**src/include/fetch_params.svh**
```systemverilog
`ifndef FETCH_PARAMS_SVH
`define FETCH_PARAMS_SVH

// reset pc
`define BOOT_ADDR 32'h0000_0000

// instruction memory depth in 32-bit words
`define IMEM_WORDS 64

// add x0, x0, x0
`define NOP_INSTR 32'h0000_0033

`endif

```
**src/source/mem_bus_pkg.sv**
```systemverilog
package mem_bus_pkg;

    // four-phase request, fields held while req is high
    typedef struct packed {
        logic        req;
        logic        we;
        logic [31:0] addr;   // byte address
        logic [31:0] wdata;
    } mem_req_t;

    typedef struct packed {
        logic        ack;
        logic [31:0] rdata;  // valid while ack high
    } mem_rsp_t;

    typedef enum logic {
        PORT_FETCH = 1'b0,
        PORT_HOST  = 1'b1
    } port_e;

endpackage

```
**src/source/rv_isa_pkg.sv**
```systemverilog
package rv_isa_pkg;

    // one fetched word, read whole or as two parcels
    typedef union packed {
        logic [31:0] word;
        struct packed {
            logic [15:0] hi;
            logic [15:0] lo;
        } parcel;
    } fetch_word_u;

    // major opcodes produced by the compressed expander
    typedef enum logic [6:0] {
        OP     = 7'b0110011,
        OP_IMM = 7'b0010011,
        LUI    = 7'b0110111,
        JAL    = 7'b1101111
    } opcode_e;

    typedef struct packed {
        logic        valid;
        logic [31:0] pc;
        logic [31:0] ir;
        logic        illegal;  // unsupported compressed encoding
    } ifid_t;

endpackage

```
**src/source/c_expander.sv**
```systemverilog
`include "fetch_params.svh"

module c_expander
    import rv_isa_pkg::*;
(
    input  fetch_word_u instr_i,
    output logic        compressed_o,
    output logic [31:0] instr_o,
    output logic        illegal_o
);

    logic [15:0] c;
    logic [4:0]  rd;
    logic [4:0]  rs2;
    logic [11:0] ci_imm;

    assign c      = instr_i.parcel.lo;
    assign rd     = c[11:7];
    assign rs2    = c[6:2];
    assign ci_imm = {{6{c[12]}}, c[12], c[6:2]};  // ci format, sign extended

    assign compressed_o = (c[1:0] != 2'b11);

    always_comb begin
        instr_o   = instr_i.word;
        illegal_o = 1'b0;
        if (compressed_o) begin
            instr_o   = `NOP_INSTR;  // default for anything unsupported
            illegal_o = 1'b1;
            case ({c[1:0], c[15:13]})
                5'b01_000: begin  // c.addi
                    instr_o   = {ci_imm, rd, 3'b000, rd, OP_IMM};
                    illegal_o = 1'b0;
                end
                5'b01_010: begin  // c.li
                    instr_o   = {ci_imm, 5'd0, 3'b000, rd, OP_IMM};
                    illegal_o = 1'b0;
                end
                5'b01_011: begin
                    // rd == 2 is c.addi16sp, zero imm is reserved
                    if (rd != 5'd2 && {c[12], c[6:2]} != 6'd0) begin
                        instr_o   = {{14{c[12]}}, c[12], c[6:2], rd, LUI};
                        illegal_o = 1'b0;
                    end
                end
                5'b01_101: begin  // c.j -> jal x0
                    instr_o   = {c[12], c[8], c[10:9], c[6], c[7], c[2], c[11], c[5:3],
                                 c[12], {8{c[12]}}, 5'd0, JAL};
                    illegal_o = 1'b0;
                end
                5'b10_100: begin
                    // rs2 == 0 would be c.jr / c.jalr / c.ebreak
                    if (rs2 != 5'd0) begin
                        if (c[12]) begin
                            instr_o = {7'd0, rs2, rd, 3'b000, rd, OP};    // c.add
                        end else begin
                            instr_o = {7'd0, rs2, 5'd0, 3'b000, rd, OP};  // c.mv
                        end
                        illegal_o = 1'b0;
                    end
                end
                default: begin
                end
            endcase
        end
    end

endmodule

```
**src/source/fetch_top.sv**
```systemverilog
module fetch_top
    import rv_isa_pkg::*;
    import mem_bus_pkg::*;
(
    input  logic        clk,
    input  logic        rst_n,
    input  logic        fetch_en_i,
    input  logic        stall_i,
    input  logic        redirect_i,
    input  logic [31:0] redirect_pc_i,
    input  mem_req_t    host_req_i,
    output mem_rsp_t    host_rsp_o,
    output ifid_t       ifid_o
);

    mem_req_t    fetch_req;
    mem_rsp_t    fetch_rsp;
    mem_req_t    mem_req;
    mem_rsp_t    mem_rsp;
    fetch_word_u raw_instr;
    logic [31:0] exp_instr;
    logic        exp_compressed;
    logic        exp_illegal;

    if_stage u_if_stage (
        .clk              (clk),
        .rst_n            (rst_n),
        .fetch_en_i       (fetch_en_i),
        .stall_i          (stall_i),
        .redirect_i       (redirect_i),
        .redirect_pc_i    (redirect_pc_i),
        .bus_req_o        (fetch_req),
        .bus_rsp_i        (fetch_rsp),
        .raw_instr_o      (raw_instr),
        .exp_instr_i      (exp_instr),
        .exp_compressed_i (exp_compressed),
        .exp_illegal_i    (exp_illegal),
        .ifid_o           (ifid_o)
    );

    c_expander u_c_expander (
        .instr_i      (raw_instr),
        .compressed_o (exp_compressed),
        .instr_o      (exp_instr),
        .illegal_o    (exp_illegal)
    );

    mem_port_arbiter u_arbiter (
        .clk         (clk),
        .rst_n       (rst_n),
        .fetch_req_i (fetch_req),
        .host_req_i  (host_req_i),
        .fetch_rsp_o (fetch_rsp),
        .host_rsp_o  (host_rsp_o),
        .mem_req_o   (mem_req),
        .mem_rsp_i   (mem_rsp)
    );

    instr_mem u_instr_mem (
        .clk   (clk),
        .rst_n (rst_n),
        .req_i (mem_req),
        .rsp_o (mem_rsp)
    );

endmodule

```
**src/source/if_stage.sv**
```systemverilog
`include "fetch_params.svh"

module if_stage
    import rv_isa_pkg::*;
    import mem_bus_pkg::*;
(
    input  logic        clk,
    input  logic        rst_n,
    input  logic        fetch_en_i,
    input  logic        stall_i,
    input  logic        redirect_i,
    input  logic [31:0] redirect_pc_i,
    output mem_req_t    bus_req_o,
    input  mem_rsp_t    bus_rsp_i,
    output fetch_word_u raw_instr_o,
    input  logic [31:0] exp_instr_i,
    input  logic        exp_compressed_i,
    input  logic        exp_illegal_i,
    output ifid_t       ifid_o
);

    typedef enum logic [1:0] {
        BUS_IDLE,
        BUS_WAIT_ACK,
        BUS_WAIT_LOW
    } bus_state_e;

    bus_state_e  bus_state_q;
    logic [31:0] fetch_addr_q;
    logic        discard_q;     // redirect hit an open cycle

    logic [31:0] pc_q;
    fetch_word_u buf_q;
    logic [29:0] buf_addr_q;
    logic        buf_valid_q;
    logic [15:0] carry_q;       // low half of a 32-bit instr at pc[1]=1
    logic        carry_valid_q;
    ifid_t       ifid_q;

    logic [29:0] need_addr;
    logic        have_word;
    logic        hi_is_wide;
    logic        cand_valid;
    logic        take;
    logic        fetch_start;
    logic        buf_load;
    logic        carry_load;

    assign need_addr   = carry_valid_q ? pc_q[31:2] + 30'd1 : pc_q[31:2];
    assign have_word   = buf_valid_q && (buf_addr_q == need_addr);
    assign hi_is_wide  = (buf_q.parcel.hi[1:0] == 2'b11);
    assign cand_valid  = have_word && (carry_valid_q || !pc_q[1] || !hi_is_wide);
    assign take        = cand_valid && !stall_i && !redirect_i;
    assign carry_load  = have_word && pc_q[1] && !carry_valid_q && hi_is_wide && !redirect_i;
    assign fetch_start = (bus_state_q == BUS_IDLE) && fetch_en_i && !have_word && !redirect_i;
    assign buf_load    = (bus_state_q == BUS_WAIT_ACK) && bus_rsp_i.ack && !discard_q &&
                         !redirect_i;

    // candidate instruction at pc
    always_comb begin
        raw_instr_o = buf_q;
        if (carry_valid_q) begin
            raw_instr_o.parcel.hi = buf_q.parcel.lo;
            raw_instr_o.parcel.lo = carry_q;
        end else if (pc_q[1]) begin
            raw_instr_o.parcel.hi = 16'h0000;
            raw_instr_o.parcel.lo = buf_q.parcel.hi;
        end
    end

    always_ff @(posedge clk) begin
        if (!rst_n) begin
            bus_state_q <= BUS_IDLE;
            discard_q   <= 1'b0;
        end else begin
            case (bus_state_q)
                BUS_IDLE: begin
                    discard_q <= 1'b0;
                    if (fetch_start) begin
                        bus_state_q <= BUS_WAIT_ACK;
                    end
                end
                BUS_WAIT_ACK: begin
                    if (redirect_i) begin
                        discard_q <= 1'b1;
                    end
                    if (bus_rsp_i.ack) begin
                        bus_state_q <= BUS_WAIT_LOW;  // drop req
                    end
                end
                BUS_WAIT_LOW: begin
                    if (!bus_rsp_i.ack) begin
                        bus_state_q <= BUS_IDLE;
                    end
                end
                default: bus_state_q <= BUS_IDLE;
            endcase
        end
    end

    always_ff @(posedge clk) begin
        if (fetch_start) begin
            fetch_addr_q <= {need_addr, 2'b00};
        end
        if (buf_load) begin
            buf_q.word <= bus_rsp_i.rdata;
            buf_addr_q <= fetch_addr_q[31:2];
        end
        if (carry_load) begin
            carry_q <= buf_q.parcel.hi;
        end
    end

    always_ff @(posedge clk) begin
        if (!rst_n) begin
            pc_q          <= `BOOT_ADDR;
            buf_valid_q   <= 1'b0;
            carry_valid_q <= 1'b0;
            ifid_q        <= '{valid: 1'b0, pc: `BOOT_ADDR, ir: `NOP_INSTR, illegal: 1'b0};
        end else if (redirect_i) begin  // wins over stall
            pc_q           <= redirect_pc_i;
            buf_valid_q    <= 1'b0;
            carry_valid_q  <= 1'b0;
            ifid_q.valid   <= 1'b0;
            ifid_q.ir      <= `NOP_INSTR;
            ifid_q.illegal <= 1'b0;
        end else begin
            if (buf_load) begin
                buf_valid_q <= 1'b1;
            end
            if (carry_load) begin
                carry_valid_q <= 1'b1;
            end
            if (!stall_i) begin
                ifid_q.valid   <= cand_valid;
                ifid_q.pc      <= pc_q;
                ifid_q.ir      <= cand_valid ? exp_instr_i : `NOP_INSTR;
                ifid_q.illegal <= cand_valid && exp_illegal_i;
            end
            if (take) begin
                pc_q          <= pc_q + (exp_compressed_i ? 32'd2 : 32'd4);
                carry_valid_q <= 1'b0;
            end
        end
    end

    assign bus_req_o = '{req:   (bus_state_q == BUS_WAIT_ACK),
                         we:    1'b0,
                         addr:  fetch_addr_q,
                         wdata: 32'h0000_0000};
    assign ifid_o    = ifid_q;

endmodule

```
**src/source/instr_mem.sv**
```systemverilog
`include "fetch_params.svh"

module instr_mem
    import mem_bus_pkg::*;
(
    input  logic     clk,
    input  logic     rst_n,
    input  mem_req_t req_i,
    output mem_rsp_t rsp_o
);

    localparam int AW = $clog2(`IMEM_WORDS);

    logic [31:0]   mem_q [`IMEM_WORDS];
    logic [31:0]   rdata_q;
    logic          ack_q;
    logic [AW-1:0] word_idx;

    assign word_idx = req_i.addr[AW+1:2];

    always_ff @(posedge clk) begin
        if (!rst_n) begin
            ack_q <= 1'b0;
        end else begin
            ack_q <= req_i.req;  // follows req by one cycle
        end
    end

    always_ff @(posedge clk) begin
        if (req_i.req && !ack_q) begin
            if (req_i.we) begin
                mem_q[word_idx] <= req_i.wdata;
            end
            rdata_q <= mem_q[word_idx];
        end
    end

    assign rsp_o = '{ack: ack_q, rdata: rdata_q};

endmodule

```
**src/source/mem_port_arbiter.sv**
```systemverilog
module mem_port_arbiter
    import mem_bus_pkg::*;
(
    input  logic     clk,
    input  logic     rst_n,
    input  mem_req_t fetch_req_i,
    input  mem_req_t host_req_i,
    output mem_rsp_t fetch_rsp_o,
    output mem_rsp_t host_rsp_o,
    output mem_req_t mem_req_o,
    input  mem_rsp_t mem_rsp_i
);

    port_e owner_q;
    logic  busy_q;
    port_e owner;

    // host first when idle
    assign owner     = busy_q ? owner_q : (host_req_i.req ? PORT_HOST : PORT_FETCH);
    assign mem_req_o = (owner == PORT_HOST) ? host_req_i : fetch_req_i;

    always_comb begin
        fetch_rsp_o = '{ack: 1'b0, rdata: mem_rsp_i.rdata};
        host_rsp_o  = '{ack: 1'b0, rdata: mem_rsp_i.rdata};
        if (owner == PORT_HOST) begin
            host_rsp_o.ack = mem_rsp_i.ack;
        end else begin
            fetch_rsp_o.ack = mem_rsp_i.ack;
        end
    end

    always_ff @(posedge clk) begin
        if (!rst_n) begin
            busy_q  <= 1'b0;
            owner_q <= PORT_FETCH;
        end else if (!busy_q) begin
            if (mem_req_o.req) begin
                busy_q  <= 1'b1;
                owner_q <= owner;
            end
        end else if (!mem_req_o.req && !mem_rsp_i.ack) begin
            busy_q <= 1'b0;  // four-phase cycle done
        end
    end

endmodule

```
**config.mk**
```make
export PLATFORM = sky130hd
export DESIGN_NAME = fetch_top
export DESIGN_NICKNAME = d
export VERILOG_FILES = /design/src/source/mem_bus_pkg.sv /design/src/source/rv_isa_pkg.sv /design/src/source/c_expander.sv /design/src/source/fetch_top.sv /design/src/source/if_stage.sv /design/src/source/instr_mem.sv /design/src/source/mem_port_arbiter.sv
export VERILOG_INCLUDE_DIRS = /design/src /design/src/include
export SDC_FILE = /design/constraint.sdc
export NUM_CORES = 2
export LEC_CHECK = 0
export ABC_AREA = 1
export BUFFER_PORTS_ARGS = -buffer_cell sky130_fd_sc_hd__buf_2
export CAP_MARGIN = 5
export CORE_UTILIZATION = 55
export DETAILED_ROUTE_END_ITERATION = 6
export PLACE_DENSITY = 0.68
export SLEW_MARGIN = 20
export SYNTH_ARGS = -nofsm -noshare
export SYNTH_HDL_FRONTEND = slang
export SYNTH_SLANG_ARGS = --single-unit
```
**constraint.sdc**
```tcl
create_clock -name clk -period 11.39 [get_ports clk]
set_clock_uncertainty 0.1 [all_clocks]
set_input_delay 2.278 -clock clk [delete_from_list [all_inputs] [get_ports clk]]
set_output_delay 2.278 -clock clk [all_outputs]
set_load 0.05 [all_outputs]
```
# Word level (Yosys, flattened, before mapping)
# Memories as Yosys holds them, arrays and structs flattened. A register that Yosys moved wholly into a read port is not among the register bits.
# Index checks and enable logic that the tools add are counted.
[word_totals] regBits=214 ram_bits=2048 word_cells=112 memories=1
[classes] add_sub_neg=2 n_eq_ne=15 muxes=33 bitwise=4 reduce_logical=41
[memory_table] name="u_instr_mem.mem_q" depth=64 width=32 read_ports=1 rd_clocked_by_memory_dff=1 wr=1 line_no="instr_mem.sv:14" rtl="logic [31:0] mem_q [`IMEM_WORDS];"
[op_table] operator="$mux W32" count=7
[op_table] operator="$pmux W32 S5" count=1
[op_table] operator="$mux W66" count=1
[op_table] operator="$add A32 B32 Y32" count=1
[op_table] operator="$add A30 B1 Y30 const B" count=1
[op_table] operator="$eq A30 B30 Y1" count=1
[op_table] operator="$mux W30" count=1
[op_table] operator="$mux W25" count=1
[op_table] operator="$eq A5 B4 Y1 const B" count=4
[op_table] operator="$mux W20" count=1
[op_table] operator="$logic_and A1 B1 Y1" count=18
[op_table] operator="$mux W1" count=14
[op_table] operator="$logic_not A1 Y1" count=9
[op_table] operator="$ne A2 B2 Y1 const B" count=4
[op_table] operator="$mux W2" count=3
[op_table] operator="$pmux W2 S3" count=1
[op_table] operator="$reduce_and A2 Y1" count=3
[op_table] operator="$reduce_bool A6 Y1" count=1
[op_table] operator="$reduce_or A3 Y1" count=2
[op_table] operator="$eq A5 B5 Y1 const B" count=1
[op_table] operator="$ne A5 B2 Y1 const B" count=1
[op_table] operator="$reduce_bool A5 Y1" count=1
[op_table] operator="$eq A2 B2 Y1 const B" count=2
[op_table] operator="$not A1 Y1" count=4
[op_table] operator="other kinds (10)" count=12

# Longest topological paths before layout
[depth] word_depth=9 depth_mapped=19 ltp_nobuf=17

# Hierarchy
# Synthesis repeated with hierarchy kept, for this count alone.
[hier_totals] hier_cells=10145 area_unflattened_um2=99351.5
[modules_own_cells] mod="instr_mem" n_inst=1 cells_per_inst=8446 area_per_inst_um2=86927.1
[modules_own_cells] mod="if_stage" n_inst=1 cells_per_inst=1219 area_per_inst_um2=10112.2
[modules_own_cells] mod="mem_port_arbiter" n_inst=1 cells_per_inst=294 area_per_inst_um2=1428.9
[modules_own_cells] mod="c_expander" n_inst=1 cells_per_inst=186 area_per_inst_um2=883.3

# Worst setup path before layout
# OpenSTA, ideal clock, no wires.
[synth_timing] kind="input port to flip-flop" startpoint="in host_req_i[65] (netlist bit)" endpoint="mem u_instr_mem.mem_q[56][0] (enable)" setup_time_ps=461 arrival_ps=6780 slack_ps=4049 stages=8 n_path_buf=1 path_cell_list="inv_1 > o21ai_1 > buf_2 > o21ai_0 > inv_1 > nor2_1 > nand3_1 > nor3_1"
[synth_between] elab_chain_len=6
[synth_rtl] element="start, declared" line_no="fetch_top.sv:11" rtl="input mem_req_t host_req_i,"
[synth_rtl] element="$mux W1 (2 in a row)" line_no="mem_port_arbiter.sv:19" rtl="assign owner = busy_q ? owner_q : (host_req_i.req ? PORT_HOST : PORT_FETCH);"
[synth_rtl] element="$mux W66 *" line_no="mem_port_arbiter.sv:20" rtl="assign mem_req_o = (owner == PORT_HOST) ? host_req_i : fetch_req_i;"
[synth_rtl] element="$mux W1 or $logic_and A1 B1 Y1 (tied branches)" line_no="instr_mem.sv:31, instr_mem.sv:30"
[synth_rtl] element="$mux W1" line_no="instr_mem.sv:30" rtl="if (req_i.req && !ack_q) begin"
[synth_rtl] element="$mux W1 (implied by the code)" line_no="instr_mem.sv:32" rtl="mem_q[word_idx] <= req_i.wdata;"
[synth_rtl] element="end, declared" line_no="instr_mem.sv:14"
# Mark *: on every way between the ends. The rest lies on a longest branch, timed or not.

# Worst setup path in the final report
[layout_timing] startpoint="in host_req_i[65] (netlist bit)" endpoint="mem u_instr_mem.mem_q[19][11] (enable)"
# Same word-level chain as after synthesis.

==> results.py <==
metrics = {
    "run_status": {
        "outcome": "finished, violations left",
        "failed_checks": "DRC",
    },
    "worst_setup_path": {
        "setup.worst_path.start_class": "primary input",
        "ff2ff_path_depth": 9,
        "critical_path_arrival_ns": 7.10,
        "cp-end-kind": "flop",
        "worstSetupPathType": "in -> reg",
        "cp_common_cell": "nand2_1",
        "critical_path.max_fanout": 74,
        "crit_buf_inv": 4,
        "worstReg2RegEnd": "u_instr_mem.mem_q[19][11]",
        "crit_family": "simple AND/OR/NAND/NOR gates",
        "path_cells": "buf_2, inv_1, nand2_1, nand2_4, nand2_1, o21ai_1, nand3_1, inv_8, nand2_1, nor2_4, buf_4",
        "crit_slowest_cell": "nand2_1",
        "timing.rr.start": "u_arbiter.busy_q",
        "reg2reg_slack_ns": 5.84,
        "cp_slowest_stage_delay_ns": 0.90,
        "cp_data_required_time_ns": 11.80,
    },
    "yosys": {
        "synthFlopType": "edfxtp_1",
        "synthSimpleGateAreaFrac_pct": 11.2,
        "ys_ff_latch": 2294,
        "synth_edf_count": 2188,
        "syn_avg_cell_area_um2": 13.9,
        "synth_top_family_by_area": "simple AND/OR/NAND/NOR gates",
        "synth_top_area_share_pct": 75.2,
        "synth.most_common_cell": "edfxtp_1",
        "ys_top_cells_by_area": "edfxtp_1 (75%), nand2_1 (6.8%), a22oi_1 (4.6%)",
        "netlist_instances": 6269,
        "synthesis.nets": 6376,
        "synth-xor-area-share_pct": 0.364,
        "synth_compound_area_share_pct": 8.09,
        "async_reset_ff_share_pct": 0,
        "synth-adder-area-share_pct": 0.0659,
        "synth-seq-area-share_pct": 77.6,
        "yosys-top-cells-count": "edfxtp_1 (2188), nand2_1 (1591), a22oi_1 (538), nor2_1 (271), inv_1 (254)",
        "synth_cell_type_count": 53,
        "syn_area_mm2": 0.0874,
        "synth.area.mux_share_pct": 0,
        "synth_top_cell_by_area": "edfxtp_1",
        "synth_warnings": 0,
    },
    "clock_network": {
        "cts_made_buffers": 213,
        "post_cts_buffers": 0,
        "clk_latency_ns": 0.86,
        "path_clk_slew_ns": 0.06,
        "cts_hold_buf": 0,
        "max-clock-path-buffers": 3,
        "cts_tree": "yes",
        "cts_sinks": 2294,
        "postCtsResizedCells": 0,
        "htree_levels": 4,
        "clockRootBuffer": "clkbuf_16",
    },
    "die": {
        "die_area_mm2": 0.160,
        "fp.dieH_um": 401,
        "die-width_um": 401,
        "core_region_area_mm2": 0.157,
        "start_util_pct": 55.7,
        "rows": 145,
        "ioPinCount": 202,
    },
    "route": {
        "wl_mm": 253,
        "dr.pass1.iters": 7,
        "via_per_inst": 6.23,
        "wire_per_inst_um": 28.9,
        "vias": 54500,
        "drcViolationCount": 1,
        "drt_iter0_markers": 8099,
        "postRouteAntennaNets": 0,
    },
    "job": {
        "maxCapViolCount": 0,
    },
    "grt": {
        "use_met1_pct": 43.0,
        "grt_pass1_vias": 51500,
        "grt_pass1_wl_mm": 358,
        "antenna_found_initial": 10,
        "grt-busiest-layer": "met2",
        "grt_max_degree": 122,
        "grt_usage_pct": 31.1,
        "grt_util_met2_pct": 47.3,
        "overflow": 0,
        "grt_use_met3_pct": 7.81,
    },
    "hold_path": {
        "worstHoldEndpoint": "u_if_stage.buf_addr_q[6]",
        "hold-path-cell-count": 0,
        "hold_path_class": "reg -> reg",
        "hp-start": "u_if_stage.fetch_addr_q[8]",
    },
    "layout": {
        "drive_above_1_share_pct": 11.7,
        "final_cell_area_mm2": 0.0985,
        "area_delta_synth_final_pct": 12.8,
        "fillCellCount": 11300,
        "final_util_pct": 62.8,
        "regArea_mm2": 0.0678,
        "final_nets": 6614,
        "multi_input_area_mm2": 0.0180,
    },
    "placed_design": {
        "hpwlAfterDp_mm": 139,
        "place.gp.congestion": 0.912,
        "place_worst_setup_slack_ns": 3.96,
        "portBuffers": 175,
        "postPlaceCellArea_mm2": 0.0916,
    },
    "pwr": {
        "p_leak_nw": 33.8,
        "peakVddDrop_mv": 0.138,
        "power_density_mw_per_mm2": 182,
        "power.total_mw": 17.9,
    },
    "timing": {
        "worstMarginPinSlew_ns": 1.21,
        "finalSetupViolCount": 0,
        "fmax_mhz": 149,
        "maxSlewHeadroom_pct": 18.8,
        "finalCritPeriodShare_pct": 58.7,
        "tns_ns": 0,
        "hold_viol_final": 0,
        "rsz0062_at_grt": "false",
        "drv_slew": 0,
        "fin_ws_ns": 4.70,
        "fin_crit_ns": 6.69,
    },
}
logic make-up (layout without fill, tap and decap cells):
kind of cell | count (synthesis) | after routing
other cells | 0 | 4
buf+inv | 581 | 1002
xor+xnor | 33 | 33
fa+ha+maj | 4 | 4
compound gates | 1022 | 1022
flops | 2294 | 2294
simple gates | 2335 | 2335
report_power, final:
group / switching (mW) / internal [mW] / total, mW
Sequential: 0.0598 / 9.39 / 9.45
Clock: 3.10 / 3.95 / 7.04
Combinational: 1.11 / 0.303 / 1.41
through the flow:
step	hold slack (ns)	cells
after global placement	0.301	8348
after detailed placement	0.306	8349
final	0.312	8752
after CTS	0.318	8747
after floorplan	0.300	6269
after global routing	0.319	8748
metal layers:
metal	part of all wire [%]	up-vias
met5	0.029	-
li1	-	23700
met2	45	3399
met4	4.4	10
met3	13	450
met1	38	26900
registers in the layout, summed over array words and instances (netlist names):
| register | count |
|---|---|
| u_if_stage.discard_q | 1 |
| u_if_stage.bus_state_q | 2 |
| u_if_stage.buf_q | 32 |
| u_if_stage.carry_q | 16 |
| u_arbiter.owner_q | 1 |
| u_if_stage.buf_valid_q | 1 |
| u_if_stage.carry_valid_q | 1 |
| u_if_stage.pc_q | 32 |
| u_if_stage.fetch_addr_q | 30 |
| u_arbiter.busy_q | 1 |
| u_if_stage.buf_addr_q | 30 |
| u_instr_mem.ack_q | 1 |
| u_instr_mem.mem_q | 2048 |
| u_if_stage.ifid_o | 66 |
| u_instr_mem.rdata_q | 32 |
layout by cell type, fill, tap and decap left out, types with 6 or more instances in the layout:
master	netlist	routed
clkbuf_1	164	41
a22oi_1	538	538
buf_12	0	6
nor3_1	16	6
edfxtp_1	2188	2188
clkbuf_16	0	215
nor2_4	6	102
inv_1	254	252
clkinvlp_4	0	11
nand3_1	213	212
nor2_1	271	175
a221oi_1	108	108
and3_1	7	7
nor3_2	0	9
and2_1	6	6
o21ai_0	175	172
xor2_1	27	27
nand2_1	1591	1589
inv_2	13	9
a21oi_1	118	118
inv_8	0	8
bufinv_16	0	21
o21ai_1	20	23
o211ai_1	14	14
and2_0	6	6
dfxtp_1	106	106
buf_4	6	147
nand3b_1	30	30
clkinv_1	7	60
buf_2	106	175
nand4_1	169	169
clkinv_2	0	37
o2111ai_1	30	30
area by class of cell:
cell class / instances / area share, %
multi-input combinational: 3394 / 18.2
inverter: 274 / 1.10
sequential: 2294 / 68.8
tap: 2058 / 2.61
timing repair buffer: 330 / 2.19
clock inverter: 142 / 1.39
clock buffer: 256 / 5.62
antenna: 4 / 0.0102
how the worst max path moves through the flow:
stage	from	end	depth (start not counted)
5_1_grt	host_req_i[65]	u_instr_mem.mem_q[19][31]	11
3_5_place_dp	host_req_i[65]	u_instr_mem.mem_q[19][25]	11
4_1_cts	host_req_i[65]	u_instr_mem.mem_q[19][11]	11
6_report	host_req_i[65]	u_instr_mem.mem_q[19][11]	11
3_3_place_gp	host_req_i[65]	u_instr_mem.mem_q[11][8]	11
2_1_floorplan	host_req_i[65]	u_instr_mem.mem_q[56][0]	8
(Power assumes the default switching activity.)
